==> config.mk <==
export PLATFORM = sky130hd
export DESIGN_NAME = cpu
export DESIGN_NICKNAME = d
export VERILOG_FILES = /design/src/hw/cpu_isa_pkg.sv /design/src/hw/cpu_pipe_pkg.sv /design/src/hw/cpu.sv /design/src/hw/decode_stage.sv /design/src/hw/execute_stage.sv /design/src/hw/fetch_stage.sv /design/src/hw/memory_stage.sv
export SDC_FILE = /design/constraint.sdc
export NUM_CORES = 2
export LEC_CHECK = 0
export BUFFER_PORTS_ARGS = -buffer_cell sky130_fd_sc_hd__buf_2
export CAP_MARGIN = 20
export CORE_MARGIN = 3
export CORE_UTILIZATION = 62
export CTS_CLUSTER_DIAMETER = 30
export DETAILED_ROUTE_END_ITERATION = 16
export PLACE_DENSITY = 0.79
export SETUP_SLACK_MARGIN = 0.3
export SKIP_CTS_REPAIR_TIMING = 1
export SYNTH_ARGS = -nofsm -noshare
export SYNTH_HDL_FRONTEND = slang
export SYNTH_SLANG_ARGS = --single-unit
==> constraint.sdc <==
create_clock -name clk -period 7.9 [get_ports clk]
set_input_delay 0.79 -clock clk [delete_from_list [all_inputs] [get_ports clk]]
set_output_delay 0.79 -clock clk [all_outputs]
set_load 0.1 [all_outputs]
==> src/hw/cpu_isa_pkg.sv <==
package cpu_isa_pkg;

	// Primary opcodes, bits 31:26
	localparam logic [5:0] op_special = 6'h00;
	localparam logic [5:0] op_j       = 6'h02;
	localparam logic [5:0] op_beq     = 6'h04;
	localparam logic [5:0] op_addiu   = 6'h09;
	localparam logic [5:0] op_lw      = 6'h23;
	localparam logic [5:0] op_sw      = 6'h2b;

	// Function codes for op_special, bits 5:0
	localparam logic [5:0] fn_addu = 6'h21;
	localparam logic [5:0] fn_subu = 6'h23;
	localparam logic [5:0] fn_and  = 6'h24;
	localparam logic [5:0] fn_or   = 6'h25;
	localparam logic [5:0] fn_slt  = 6'h2a;

	// Register format
	typedef struct packed {
		logic [5:0] opcode;
		logic [4:0] rs;
		logic [4:0] rt;
		logic [4:0] rd;
		logic [4:0] shamt;
		logic [5:0] funct;
	} r_fields_t;

	// Immediate format
	typedef struct packed {
		logic [5:0]  opcode;
		logic [4:0]  rs;
		logic [4:0]  rt;
		logic [15:0] imm;
	} i_fields_t;

	// Jump format
	typedef struct packed {
		logic [5:0]  opcode;
		logic [25:0] target;
	} j_fields_t;

	// One instruction word, three ways of reading it
	typedef union packed {
		r_fields_t r;
		i_fields_t i;
		j_fields_t j;
	} instr_t;

endpackage

==> src/hw/cpu_pipe_pkg.sv <==
package cpu_pipe_pkg;

	// Data path and address width
	localparam int xlen = 32;

	// Register index width
	localparam int reg_addr_w = 5;

	// First fetch address out of reset
	localparam logic [xlen-1:0] reset_pc = 32'h0000_0000;

	// ALU function, picked in decode
	typedef enum logic [2:0] {
		alu_add = 3'd0,
		alu_sub = 3'd1,
		alu_and = 3'd2,
		alu_or  = 3'd3,
		alu_slt = 3'd4
	} alu_op_t;

	// Where a decode operand comes from
	typedef enum logic [1:0] {
		fwd_reg = 2'd0,
		fwd_ex  = 2'd1,
		fwd_mem = 2'd2,
		fwd_wb  = 2'd3
	} fwd_sel_t;

endpackage

==> src/hw/cpu.sv <==
`timescale 1ns/1ps

module cpu (
	input  logic                          clk,
	input  logic                          reset,
	// Instruction port
	output logic [cpu_pipe_pkg::xlen-1:0] imem_addr,
	input  logic [cpu_pipe_pkg::xlen-1:0] imem_data,
	// Data port
	output logic                          mem_enable,
	output logic                          mem_rw,
	output logic [cpu_pipe_pkg::xlen-1:0] mem_addr,
	output logic [cpu_pipe_pkg::xlen-1:0] mem_data_in,
	input  logic [cpu_pipe_pkg::xlen-1:0] mem_data_out,
	input  logic                          mem_ack
);

	////////////////////////////////////////
	// Hazard and redirect wires
	////////////////////////////////////////

	logic jump_taken, branch_taken, load_stall, mem_stall;
	logic [cpu_pipe_pkg::xlen-1:0] jump_target, branch_target;

	////////////////////////////////////////
	// Stage to stage
	////////////////////////////////////////

	logic [cpu_pipe_pkg::xlen-1:0] d_instr, d_pc_next;
	logic e_regwrite, e_memread, e_memwrite, e_isbranch, e_alusrc, e_regdst;
	cpu_pipe_pkg::alu_op_t e_alu_op;
	logic [cpu_pipe_pkg::xlen-1:0] e_rs_data, e_rt_data, e_pc_next;
	logic [15:0] e_imm;
	logic [cpu_pipe_pkg::reg_addr_w-1:0] e_rt, e_rd;
	logic [cpu_pipe_pkg::xlen-1:0] ex_result, m_result, m_store_data;
	logic [cpu_pipe_pkg::reg_addr_w-1:0] ex_wreg, m_wreg;
	logic ex_regwrite, ex_memread, m_regwrite, m_memread, m_memwrite;
	logic [cpu_pipe_pkg::xlen-1:0] mem_fwd_data, wb_wdata;
	logic [cpu_pipe_pkg::reg_addr_w-1:0] mem_fwd_wreg, wb_wreg;
	logic mem_fwd_regwrite, wb_regwrite;

	fetch_stage fetch_i (
		.clk, .reset, .jump_taken, .jump_target, .branch_taken, .branch_target,
		.load_stall, .mem_stall, .imem_data, .imem_addr, .d_instr, .d_pc_next
	);

	decode_stage decode_i (
		.clk, .reset, .d_instr, .d_pc_next, .branch_taken, .mem_stall,
		.ex_result, .ex_wreg, .ex_regwrite, .ex_memread,
		.mem_fwd_data, .mem_fwd_wreg, .mem_fwd_regwrite,
		.wb_regwrite, .wb_wreg, .wb_wdata,
		.jump_taken, .jump_target, .load_stall,
		.e_regwrite, .e_memread, .e_memwrite, .e_isbranch, .e_alusrc, .e_regdst,
		.e_alu_op, .e_rs_data, .e_rt_data, .e_imm, .e_rt, .e_rd, .e_pc_next
	);

	execute_stage execute_i (
		.clk, .reset, .mem_stall,
		.e_regwrite, .e_memread, .e_memwrite, .e_isbranch, .e_alusrc, .e_regdst,
		.e_alu_op, .e_rs_data, .e_rt_data, .e_imm, .e_rt, .e_rd, .e_pc_next,
		.branch_taken, .branch_target, .ex_result, .ex_wreg, .ex_regwrite, .ex_memread,
		.m_regwrite, .m_memread, .m_memwrite, .m_result, .m_store_data, .m_wreg
	);

	memory_stage memory_i (
		.clk, .reset, .m_regwrite, .m_memread, .m_memwrite, .m_result, .m_store_data,
		.m_wreg, .mem_data_out, .mem_ack,
		.mem_enable, .mem_rw, .mem_addr, .mem_data_in, .mem_stall,
		.mem_fwd_data, .mem_fwd_wreg, .mem_fwd_regwrite,
		.wb_regwrite, .wb_wreg, .wb_wdata
	);

endmodule

==> src/hw/decode_stage.sv <==
`timescale 1ns/1ps

module decode_stage (
	input  logic                                clk,
	input  logic                                reset,
	input  logic [cpu_pipe_pkg::xlen-1:0]       d_instr,
	input  logic [cpu_pipe_pkg::xlen-1:0]       d_pc_next,
	input  logic                                branch_taken,
	input  logic                                mem_stall,
	input  logic [cpu_pipe_pkg::xlen-1:0]       ex_result,
	input  logic [cpu_pipe_pkg::reg_addr_w-1:0] ex_wreg,
	input  logic                                ex_regwrite,
	input  logic                                ex_memread,
	input  logic [cpu_pipe_pkg::xlen-1:0]       mem_fwd_data,
	input  logic [cpu_pipe_pkg::reg_addr_w-1:0] mem_fwd_wreg,
	input  logic                                mem_fwd_regwrite,
	input  logic                                wb_regwrite,
	input  logic [cpu_pipe_pkg::reg_addr_w-1:0] wb_wreg,
	input  logic [cpu_pipe_pkg::xlen-1:0]       wb_wdata,
	output logic                                jump_taken,
	output logic [cpu_pipe_pkg::xlen-1:0]       jump_target,
	output logic                                load_stall,
	output logic                                e_regwrite,
	output logic                                e_memread,
	output logic                                e_memwrite,
	output logic                                e_isbranch,
	output logic                                e_alusrc,
	output logic                                e_regdst,
	output cpu_pipe_pkg::alu_op_t               e_alu_op,
	output logic [cpu_pipe_pkg::xlen-1:0]       e_rs_data,
	output logic [cpu_pipe_pkg::xlen-1:0]       e_rt_data,
	output logic [15:0]                         e_imm,
	output logic [cpu_pipe_pkg::reg_addr_w-1:0] e_rt,
	output logic [cpu_pipe_pkg::reg_addr_w-1:0] e_rd,
	output logic [cpu_pipe_pkg::xlen-1:0]       e_pc_next
);

	cpu_isa_pkg::instr_t instr;
	logic regwrite, memread, memwrite, isbranch, alusrc, regdst;
	logic is_jump, use_rs, use_rt;
	cpu_pipe_pkg::alu_op_t alu_op;
	cpu_pipe_pkg::fwd_sel_t sel_rs, sel_rt;
	logic [cpu_pipe_pkg::xlen-1:0] regs [32];
	logic [cpu_pipe_pkg::xlen-1:0] reg_rs, reg_rt, rs_data, rt_data;

	assign instr = d_instr;

	////////////////////////////////////////
	// Control
	////////////////////////////////////////

	always_comb begin
		{regwrite, memread, memwrite, isbranch, alusrc, regdst} = '0;
		{is_jump, use_rs, use_rt} = '0;
		alu_op = cpu_pipe_pkg::alu_add;
		case (instr.r.opcode)
			cpu_isa_pkg::op_special: begin
				{use_rs, use_rt, regdst} = 3'b111;
				regwrite = 1'b1;
				case (instr.r.funct)
					cpu_isa_pkg::fn_addu: alu_op = cpu_pipe_pkg::alu_add;
					cpu_isa_pkg::fn_subu: alu_op = cpu_pipe_pkg::alu_sub;
					cpu_isa_pkg::fn_and:  alu_op = cpu_pipe_pkg::alu_and;
					cpu_isa_pkg::fn_or:   alu_op = cpu_pipe_pkg::alu_or;
					cpu_isa_pkg::fn_slt:  alu_op = cpu_pipe_pkg::alu_slt;
					// Unknown function codes and the zero word are nops
					default: regwrite = 1'b0;
				endcase
			end
			cpu_isa_pkg::op_addiu: {regwrite, alusrc, use_rs} = 3'b111;
			cpu_isa_pkg::op_lw:    {regwrite, memread, alusrc, use_rs} = 4'b1111;
			cpu_isa_pkg::op_sw:    {memwrite, alusrc, use_rs, use_rt} = 4'b1111;
			cpu_isa_pkg::op_beq: begin
				{isbranch, use_rs, use_rt} = 3'b111;
				alu_op = cpu_pipe_pkg::alu_sub;
			end
			cpu_isa_pkg::op_j:     is_jump = 1'b1;
			default: ;
		endcase
	end

	assign jump_taken = is_jump;
	assign jump_target = {d_pc_next[31:28], instr.j.target, 2'b00};

	// Load in execute feeding this instruction
	assign load_stall = ex_memread && ex_wreg != '0 &&
		((use_rs && ex_wreg == instr.r.rs) || (use_rt && ex_wreg == instr.r.rt));

	////////////////////////////////////////
	// Register file and forwarding
	////////////////////////////////////////

	always_ff @(posedge clk) begin
		if (wb_regwrite && wb_wreg != '0)
			regs[wb_wreg] <= wb_wdata;
	end

	assign reg_rs = (instr.r.rs == '0) ? '0 : regs[instr.r.rs];
	assign reg_rt = (instr.r.rt == '0) ? '0 : regs[instr.r.rt];

	// Youngest producer wins and write-back covers the same-cycle write
	function automatic cpu_pipe_pkg::fwd_sel_t pick_src(
		input logic [cpu_pipe_pkg::reg_addr_w-1:0] r
	);
		if (r == '0)
			return cpu_pipe_pkg::fwd_reg;
		if (ex_regwrite && !ex_memread && ex_wreg == r)
			return cpu_pipe_pkg::fwd_ex;
		if (mem_fwd_regwrite && mem_fwd_wreg == r)
			return cpu_pipe_pkg::fwd_mem;
		if (wb_regwrite && wb_wreg == r)
			return cpu_pipe_pkg::fwd_wb;
		return cpu_pipe_pkg::fwd_reg;
	endfunction

	function automatic logic [cpu_pipe_pkg::xlen-1:0] operand(
		input cpu_pipe_pkg::fwd_sel_t sel,
		input logic [cpu_pipe_pkg::xlen-1:0] from_reg
	);
		case (sel)
			cpu_pipe_pkg::fwd_ex:  return ex_result;
			cpu_pipe_pkg::fwd_mem: return mem_fwd_data;
			cpu_pipe_pkg::fwd_wb:  return wb_wdata;
			default:               return from_reg;
		endcase
	endfunction

	assign sel_rs = pick_src(instr.r.rs);
	assign sel_rt = pick_src(instr.r.rt);
	assign rs_data = operand(sel_rs, reg_rs);
	assign rt_data = operand(sel_rt, reg_rt);

	////////////////////////////////////////
	// Decode/execute register
	////////////////////////////////////////

	always_ff @(posedge clk) begin
		if (reset || (!mem_stall && (load_stall || branch_taken))) begin
			{e_regwrite, e_memread, e_memwrite, e_isbranch, e_alusrc, e_regdst} <= '0;
			e_alu_op <= cpu_pipe_pkg::alu_add;
		end else if (!mem_stall) begin
			{e_regwrite, e_memread, e_memwrite} <= {regwrite, memread, memwrite};
			{e_isbranch, e_alusrc, e_regdst} <= {isbranch, alusrc, regdst};
			e_alu_op <= alu_op;
		end
	end

	always_ff @(posedge clk) begin
		if (!mem_stall) begin
			e_rs_data <= rs_data;
			e_rt_data <= rt_data;
			e_imm <= instr.i.imm;
			e_rt <= instr.r.rt;
			e_rd <= instr.r.rd;
			e_pc_next <= d_pc_next;
		end
	end

	// Load-use stall lasts one cycle
	a_load_stall_one_cycle: assert property (@(posedge clk) disable iff (reset)
		(load_stall && !mem_stall) |=> !load_stall);

endmodule

==> src/hw/execute_stage.sv <==
`timescale 1ns/1ps

module execute_stage (
	input  logic                                clk,
	input  logic                                reset,
	input  logic                                mem_stall,
	input  logic                                e_regwrite,
	input  logic                                e_memread,
	input  logic                                e_memwrite,
	input  logic                                e_isbranch,
	input  logic                                e_alusrc,
	input  logic                                e_regdst,
	input  cpu_pipe_pkg::alu_op_t               e_alu_op,
	input  logic [cpu_pipe_pkg::xlen-1:0]       e_rs_data,
	input  logic [cpu_pipe_pkg::xlen-1:0]       e_rt_data,
	input  logic [15:0]                         e_imm,
	input  logic [cpu_pipe_pkg::reg_addr_w-1:0] e_rt,
	input  logic [cpu_pipe_pkg::reg_addr_w-1:0] e_rd,
	input  logic [cpu_pipe_pkg::xlen-1:0]       e_pc_next,
	output logic                                branch_taken,
	output logic [cpu_pipe_pkg::xlen-1:0]       branch_target,
	output logic [cpu_pipe_pkg::xlen-1:0]       ex_result,
	output logic [cpu_pipe_pkg::reg_addr_w-1:0] ex_wreg,
	output logic                                ex_regwrite,
	output logic                                ex_memread,
	output logic                                m_regwrite,
	output logic                                m_memread,
	output logic                                m_memwrite,
	output logic [cpu_pipe_pkg::xlen-1:0]       m_result,
	output logic [cpu_pipe_pkg::xlen-1:0]       m_store_data,
	output logic [cpu_pipe_pkg::reg_addr_w-1:0] m_wreg
);

	logic [cpu_pipe_pkg::xlen-1:0] imm_ext;
	logic [cpu_pipe_pkg::xlen-1:0] alu_b;

	assign imm_ext = {{16{e_imm[15]}}, e_imm};
	assign alu_b = e_alusrc ? imm_ext : e_rt_data;

	always_comb begin
		case (e_alu_op)
			cpu_pipe_pkg::alu_sub: ex_result = e_rs_data - alu_b;
			cpu_pipe_pkg::alu_and: ex_result = e_rs_data & alu_b;
			cpu_pipe_pkg::alu_or:  ex_result = e_rs_data | alu_b;
			cpu_pipe_pkg::alu_slt:
				ex_result = {31'b0, $signed(e_rs_data) < $signed(alu_b)};
			default:               ex_result = e_rs_data + alu_b;
		endcase
	end

	// beq resolves here
	assign branch_taken = e_isbranch && (e_rs_data == e_rt_data);
	assign branch_target = e_pc_next + (imm_ext << 2);

	assign ex_wreg = e_regdst ? e_rd : e_rt;
	assign ex_regwrite = e_regwrite;
	assign ex_memread = e_memread;

	// Execute/memory register
	always_ff @(posedge clk) begin
		if (reset)
			{m_regwrite, m_memread, m_memwrite} <= '0;
		else if (!mem_stall)
			{m_regwrite, m_memread, m_memwrite} <= {e_regwrite, e_memread, e_memwrite};
	end

	always_ff @(posedge clk) begin
		if (!mem_stall) begin
			m_result <= ex_result;
			m_store_data <= e_rt_data;
			m_wreg <= ex_wreg;
		end
	end

endmodule

==> src/hw/fetch_stage.sv <==
`timescale 1ns/1ps

module fetch_stage (
	input  logic                          clk,
	input  logic                          reset,
	input  logic                          jump_taken,
	input  logic [cpu_pipe_pkg::xlen-1:0] jump_target,
	input  logic                          branch_taken,
	input  logic [cpu_pipe_pkg::xlen-1:0] branch_target,
	input  logic                          load_stall,
	input  logic                          mem_stall,
	input  logic [cpu_pipe_pkg::xlen-1:0] imem_data,
	output logic [cpu_pipe_pkg::xlen-1:0] imem_addr,
	output logic [cpu_pipe_pkg::xlen-1:0] d_instr,
	output logic [cpu_pipe_pkg::xlen-1:0] d_pc_next
);

	logic [cpu_pipe_pkg::xlen-1:0] pc;
	logic [cpu_pipe_pkg::xlen-1:0] pc_plus4;
	logic [cpu_pipe_pkg::xlen-1:0] pc_next;

	assign imem_addr = pc;
	assign pc_plus4 = pc + 4;

	// Older instruction wins, so the branch goes first
	assign pc_next = branch_taken ? branch_target :
		jump_taken ? jump_target : pc_plus4;

	always_ff @(posedge clk) begin
		if (reset)
			pc <= cpu_pipe_pkg::reset_pc;
		else if (!(mem_stall || load_stall))
			pc <= pc_next;
	end

	// Fetch/decode register, a zero word decodes as a nop
	always_ff @(posedge clk) begin
		if (reset)
			d_instr <= '0;
		else if (!mem_stall) begin
			if (jump_taken || branch_taken)
				d_instr <= '0;
			else if (!load_stall)
				d_instr <= imem_data;
		end
	end

	always_ff @(posedge clk) begin
		if (!(mem_stall || load_stall))
			d_pc_next <= pc_plus4;
	end

endmodule

==> src/hw/memory_stage.sv <==
`timescale 1ns/1ps

module memory_stage (
	input  logic                                clk,
	input  logic                                reset,
	input  logic                                m_regwrite,
	input  logic                                m_memread,
	input  logic                                m_memwrite,
	input  logic [cpu_pipe_pkg::xlen-1:0]       m_result,
	input  logic [cpu_pipe_pkg::xlen-1:0]       m_store_data,
	input  logic [cpu_pipe_pkg::reg_addr_w-1:0] m_wreg,
	input  logic [cpu_pipe_pkg::xlen-1:0]       mem_data_out,
	input  logic                                mem_ack,
	output logic                                mem_enable,
	output logic                                mem_rw,
	output logic [cpu_pipe_pkg::xlen-1:0]       mem_addr,
	output logic [cpu_pipe_pkg::xlen-1:0]       mem_data_in,
	output logic                                mem_stall,
	output logic [cpu_pipe_pkg::xlen-1:0]       mem_fwd_data,
	output logic [cpu_pipe_pkg::reg_addr_w-1:0] mem_fwd_wreg,
	output logic                                mem_fwd_regwrite,
	output logic                                wb_regwrite,
	output logic [cpu_pipe_pkg::reg_addr_w-1:0] wb_wreg,
	output logic [cpu_pipe_pkg::xlen-1:0]       wb_wdata
);

	logic [cpu_pipe_pkg::xlen-1:0] wdata;

	// Request comes straight from the held execute/memory register
	assign mem_enable = m_memread || m_memwrite;
	assign mem_rw = m_memread;
	assign mem_addr = m_result;
	assign mem_data_in = m_store_data;

	// Released in the ack cycle so the pipe moves on at the next edge
	assign mem_stall = mem_enable && !mem_ack;

	assign wdata = m_memread ? mem_data_out : m_result;
	assign mem_fwd_data = wdata;
	assign mem_fwd_wreg = m_wreg;
	assign mem_fwd_regwrite = m_regwrite;

	// Memory/write-back register, bubble while waiting
	always_ff @(posedge clk) begin
		if (reset || mem_stall)
			wb_regwrite <= 1'b0;
		else
			wb_regwrite <= m_regwrite;
	end

	always_ff @(posedge clk) begin
		wb_wreg <= m_wreg;
		wb_wdata <= wdata;
	end

	a_req_stable: assert property (@(posedge clk) disable iff (reset)
		(mem_enable && !mem_ack) |=>
		(mem_enable && $stable(mem_addr) && $stable(mem_rw) && $stable(mem_data_in)));

endmodule

==> flow_summary.toml <==
[status]
status = "complete, no violations"

[routing]
drc = 0
dr.pass1.iters = 9
vias = 46100
postRouteWirelength_mm = 231
first_iter_violations = 7915
wl_per_cell_um = 38.3
ant_nets = 0
vias_per_cell = 7.64

[sta]
skew_ps = 44.3
timing.fmax_mhz = 184
period_needed_ps = 5430
post-route-period-util = 0.687
hold_viol_final = 0
setup_viol = 0
slew_viol_final = 0
worst_slew_pin_slew_ps = 1220
rsz0062_at_grt = "no"
relSlewSlack = 0.186
setup_ws_ps = 2470
fin_tns_setup_ps = 0

[floorplanning]
design.die.area_sq_mm = 0.114
core-area_sq_mm = 0.108
start_util = 0.630
die_w_um = 337
io_pins = 165
die_y_um = 337
rows = 120

[cells_and_area]
drive_gt1_frac = 0.322
area_growth_pct = 17.2
nets = 4627
fin_util = 0.739

[power_and_ir_drop]
ir_drop_mv = 0.246
cellLeakagePower_nw = 27.6
power_density_mw_per_mm2 = 331

[clocking]
htree_levels = 4
numCtsBuffers = 239
cts_tree = "built"
clock_sinks = 1366
cts_root_buf = "clkbuf_16"
insertion_delay_ps = 830
clkTransAtPathRegs_ps = 50
clk_path_buf_depth = 3

[logic_synthesis]
ys_seq_area_frac = 0.584
yosys.area.top_type = "edfxtp_1"
syn_inst = 4141
ys_ff_latch = 1366
avgSynthCellArea_sq_um = 16.5
async_flop_share = 0
yosysUniqueCellTypes = 102
synthFlopType = "edfxtp_1"
ys_top_cells_by_area = "edfxtp_1, mux4_2, dfxtp_1, ha_1, mux2i_1"
ys_warn_count = 0
yosysTopAreaCellShare = 0.547
syn_area_sq_mm = 0.0681
synth-edff-count = 1242

[hold_path]
min_from = "imem_data[28]"
min_path_type = "input port to flop"

[critical_path]
crit_start = "decode_i.e_imm[15]"
endpoint_kind = "flop"
critPathArrivalTime_ps = 5940
critPathKind = "flop to flop"
cpPeakStageDelay_ps = 900
regToRegStartpoint = "decode_i.e_imm[15]"
cpMostUsedCell = "a21oi_1"
critical_path.max_fanout = 17
start_kind = "flop"
cp_cell_sequence = "and2_1 > a21oi_1 > ha_1 > inv_1 > a21oi_1 > o31ai_1 > a2111oi_0 > a311oi_1 > a21oi_1 > o21ai_1 > a211oi_2 > o221ai_1"
critPathRequiredTime_ps = 8410
cp_slowest_cell = "and2_1"

[run]
drv_cap = 0

[global_routing]
gr-usage-met1 = 0.502
grt_pass1_vias = 46100
busiest_layer = "met2"
met3_usage = 0.121
grt_pass1_wl_mm = 322
antenna_found_initial = 13
grt_use_met2 = 0.614
grt_max_degree = 125
overflow = 0
track_usage = 0.398

[placed_design]
dp_hpwl_mm = 126
gp_congestion = 1.00
io_buffers = 164
place_ws_ps = 2640
==> final timing paths <==
check                           end  slack, ps  cells after the start
max reg2reg  decode_i.e_rs_data[31]       2470                     12
min reg2reg  decode_i.e_pc_next[23]        410                      0
max          decode_i.e_rs_data[31]       2470                     12
min             fetch_i.d_instr[28]        200                      2
==> through the flow <==
| step | instances | hold slack, ps | area, sq um | power (W) |
|---|---|---|---|---|
| after floorplan | 4172 | 400 | 68200 | 0.0132 |
| after global placement | 5553 | 401 | 70700 | 0.0149 |
| after global routing | 6037 | 171 | 79800 | 0.0270 |
| after CTS | 6012 | 161 | 79200 | 0.0257 |
| final | 6041 | 198 | 79800 | 0.0264 |
| after detailed placement | 5555 | 405 | 70700 | 0.0150 |
==> synth_stat cells (all sizes together) (17+ instances only) <==
cell type	n
edfxtp	1242
mux4	640
nor2	199
inv	161
clkbuf	159
nand2	146
a21oi	143
ha	139
dfxtp	124
o21ai	114
buf	113
mux2i	95
xnor2	78
nor3	55
xor2	53
mux2	46
nand3	43
a22o	34
o22ai	33
nor2b	30
a211oi	29
nand2b	29
nor4	29
a221o	28
a21o	24
a221oi	23
nand4	20
a22oi	19
o211ai	19
o21a	17
or3	17
==> state kept, by name (all words and copies together), names as in the netlist, 12 cells and up, named ones only <==
register	flops
fetch_i.imem_addr	32
decode_i.e_pc_next	32
fetch_i.d_pc_next	32
decode_i.e_imm	12
decode_i.e_rs_data	32
fetch_i.d_instr	32
decode_i.regs	1024
memory_i.wb_wdata	32
decode_i.e_rt_data	32
execute_i.m_result	32
execute_i.m_store_data	32
==> layout by cell type (no fill, tap or decap), types with 33 or more instances in the layout <==
| cell type | n |
|---|---|
| o22ai_1 | 33 |
| clkbuf_16 | 245 |
| mux4_2 | 640 |
| inv_1 | 158 |
| a22o_1 | 34 |
| mux2i_1 | 95 |
| nand2_1 | 146 |
| dfxtp_1 | 112 |
| buf_4 | 78 |
| o21ai_0 | 95 |
| buf_2 | 164 |
| edfxtp_1 | 1242 |
| nor3_1 | 50 |
| nand3_1 | 42 |
| mux2_2 | 46 |
| xor2_1 | 53 |
| ha_1 | 139 |
| a21oi_1 | 135 |
| xnor2_1 | 76 |
| inv_6 | 42 |
| nor2_1 | 167 |
==> layout make-up <==
| type | instances | area [sq um] |
|---|---|---|
| flip-flops and latches | 1366 | 39800 |
| fillers | 5921 | 28300 |
| multi-input cells | 2372 | 26900 |
| clock buffers | 273 | 6310 |
| repair buffers | 277 | 2270 |
| clock inverters | 184 | 2120 |
| well taps | 1403 | 1760 |
| inverters | 162 | 616 |
| diodes | 4 | 10.0 |
==> routing by layer <==
layer | vias to the layer above | part of all wire
met2 | 4490 | 0.46
met4 | 12 | 0.075
met5 | - | 0.00033
li1 | 17600 | -
met1 | 22800 | 0.32
met3 | 1161 | 0.14
==> where the power goes <==
| part | switching [W] | total [W] | leakage [nW] | internal [W] |
|---|---|---|---|---|
| registers | 0.000574 | 0.00972 | 12.8 | 0.00914 |
| logic | 0.00408 | 0.00590 | 10.7 | 0.00182 |
| clock network | 0.00408 | 0.0108 | 4.06 | 0.00671 |
==> critical path, delay by kind of cell, from the launching register on <==
family / cells / cell delay [ps]
adders and majority gates: 1 / 610
buffers and inverters: 1 / 240
DFF: 1 / 830
and+or+nand+nor: 1 / 900
AOI/OAI and AO/OA: 9 / 2520
==> kinds of logic after synthesis <==
logic type,count (synthesis),share of synthesized area
muxes,781,0.233
other,1,0.0000550
xor gates and xnor gates,131,0.0168
and+or+nand+nor,653,0.0472
buffers and inverters,434,0.0263
AOI/OAI and AO/OA,632,0.0661
DFF,1366,0.584
adders and majority gates,143,0.0266
(Power assumes the default switching activity.)
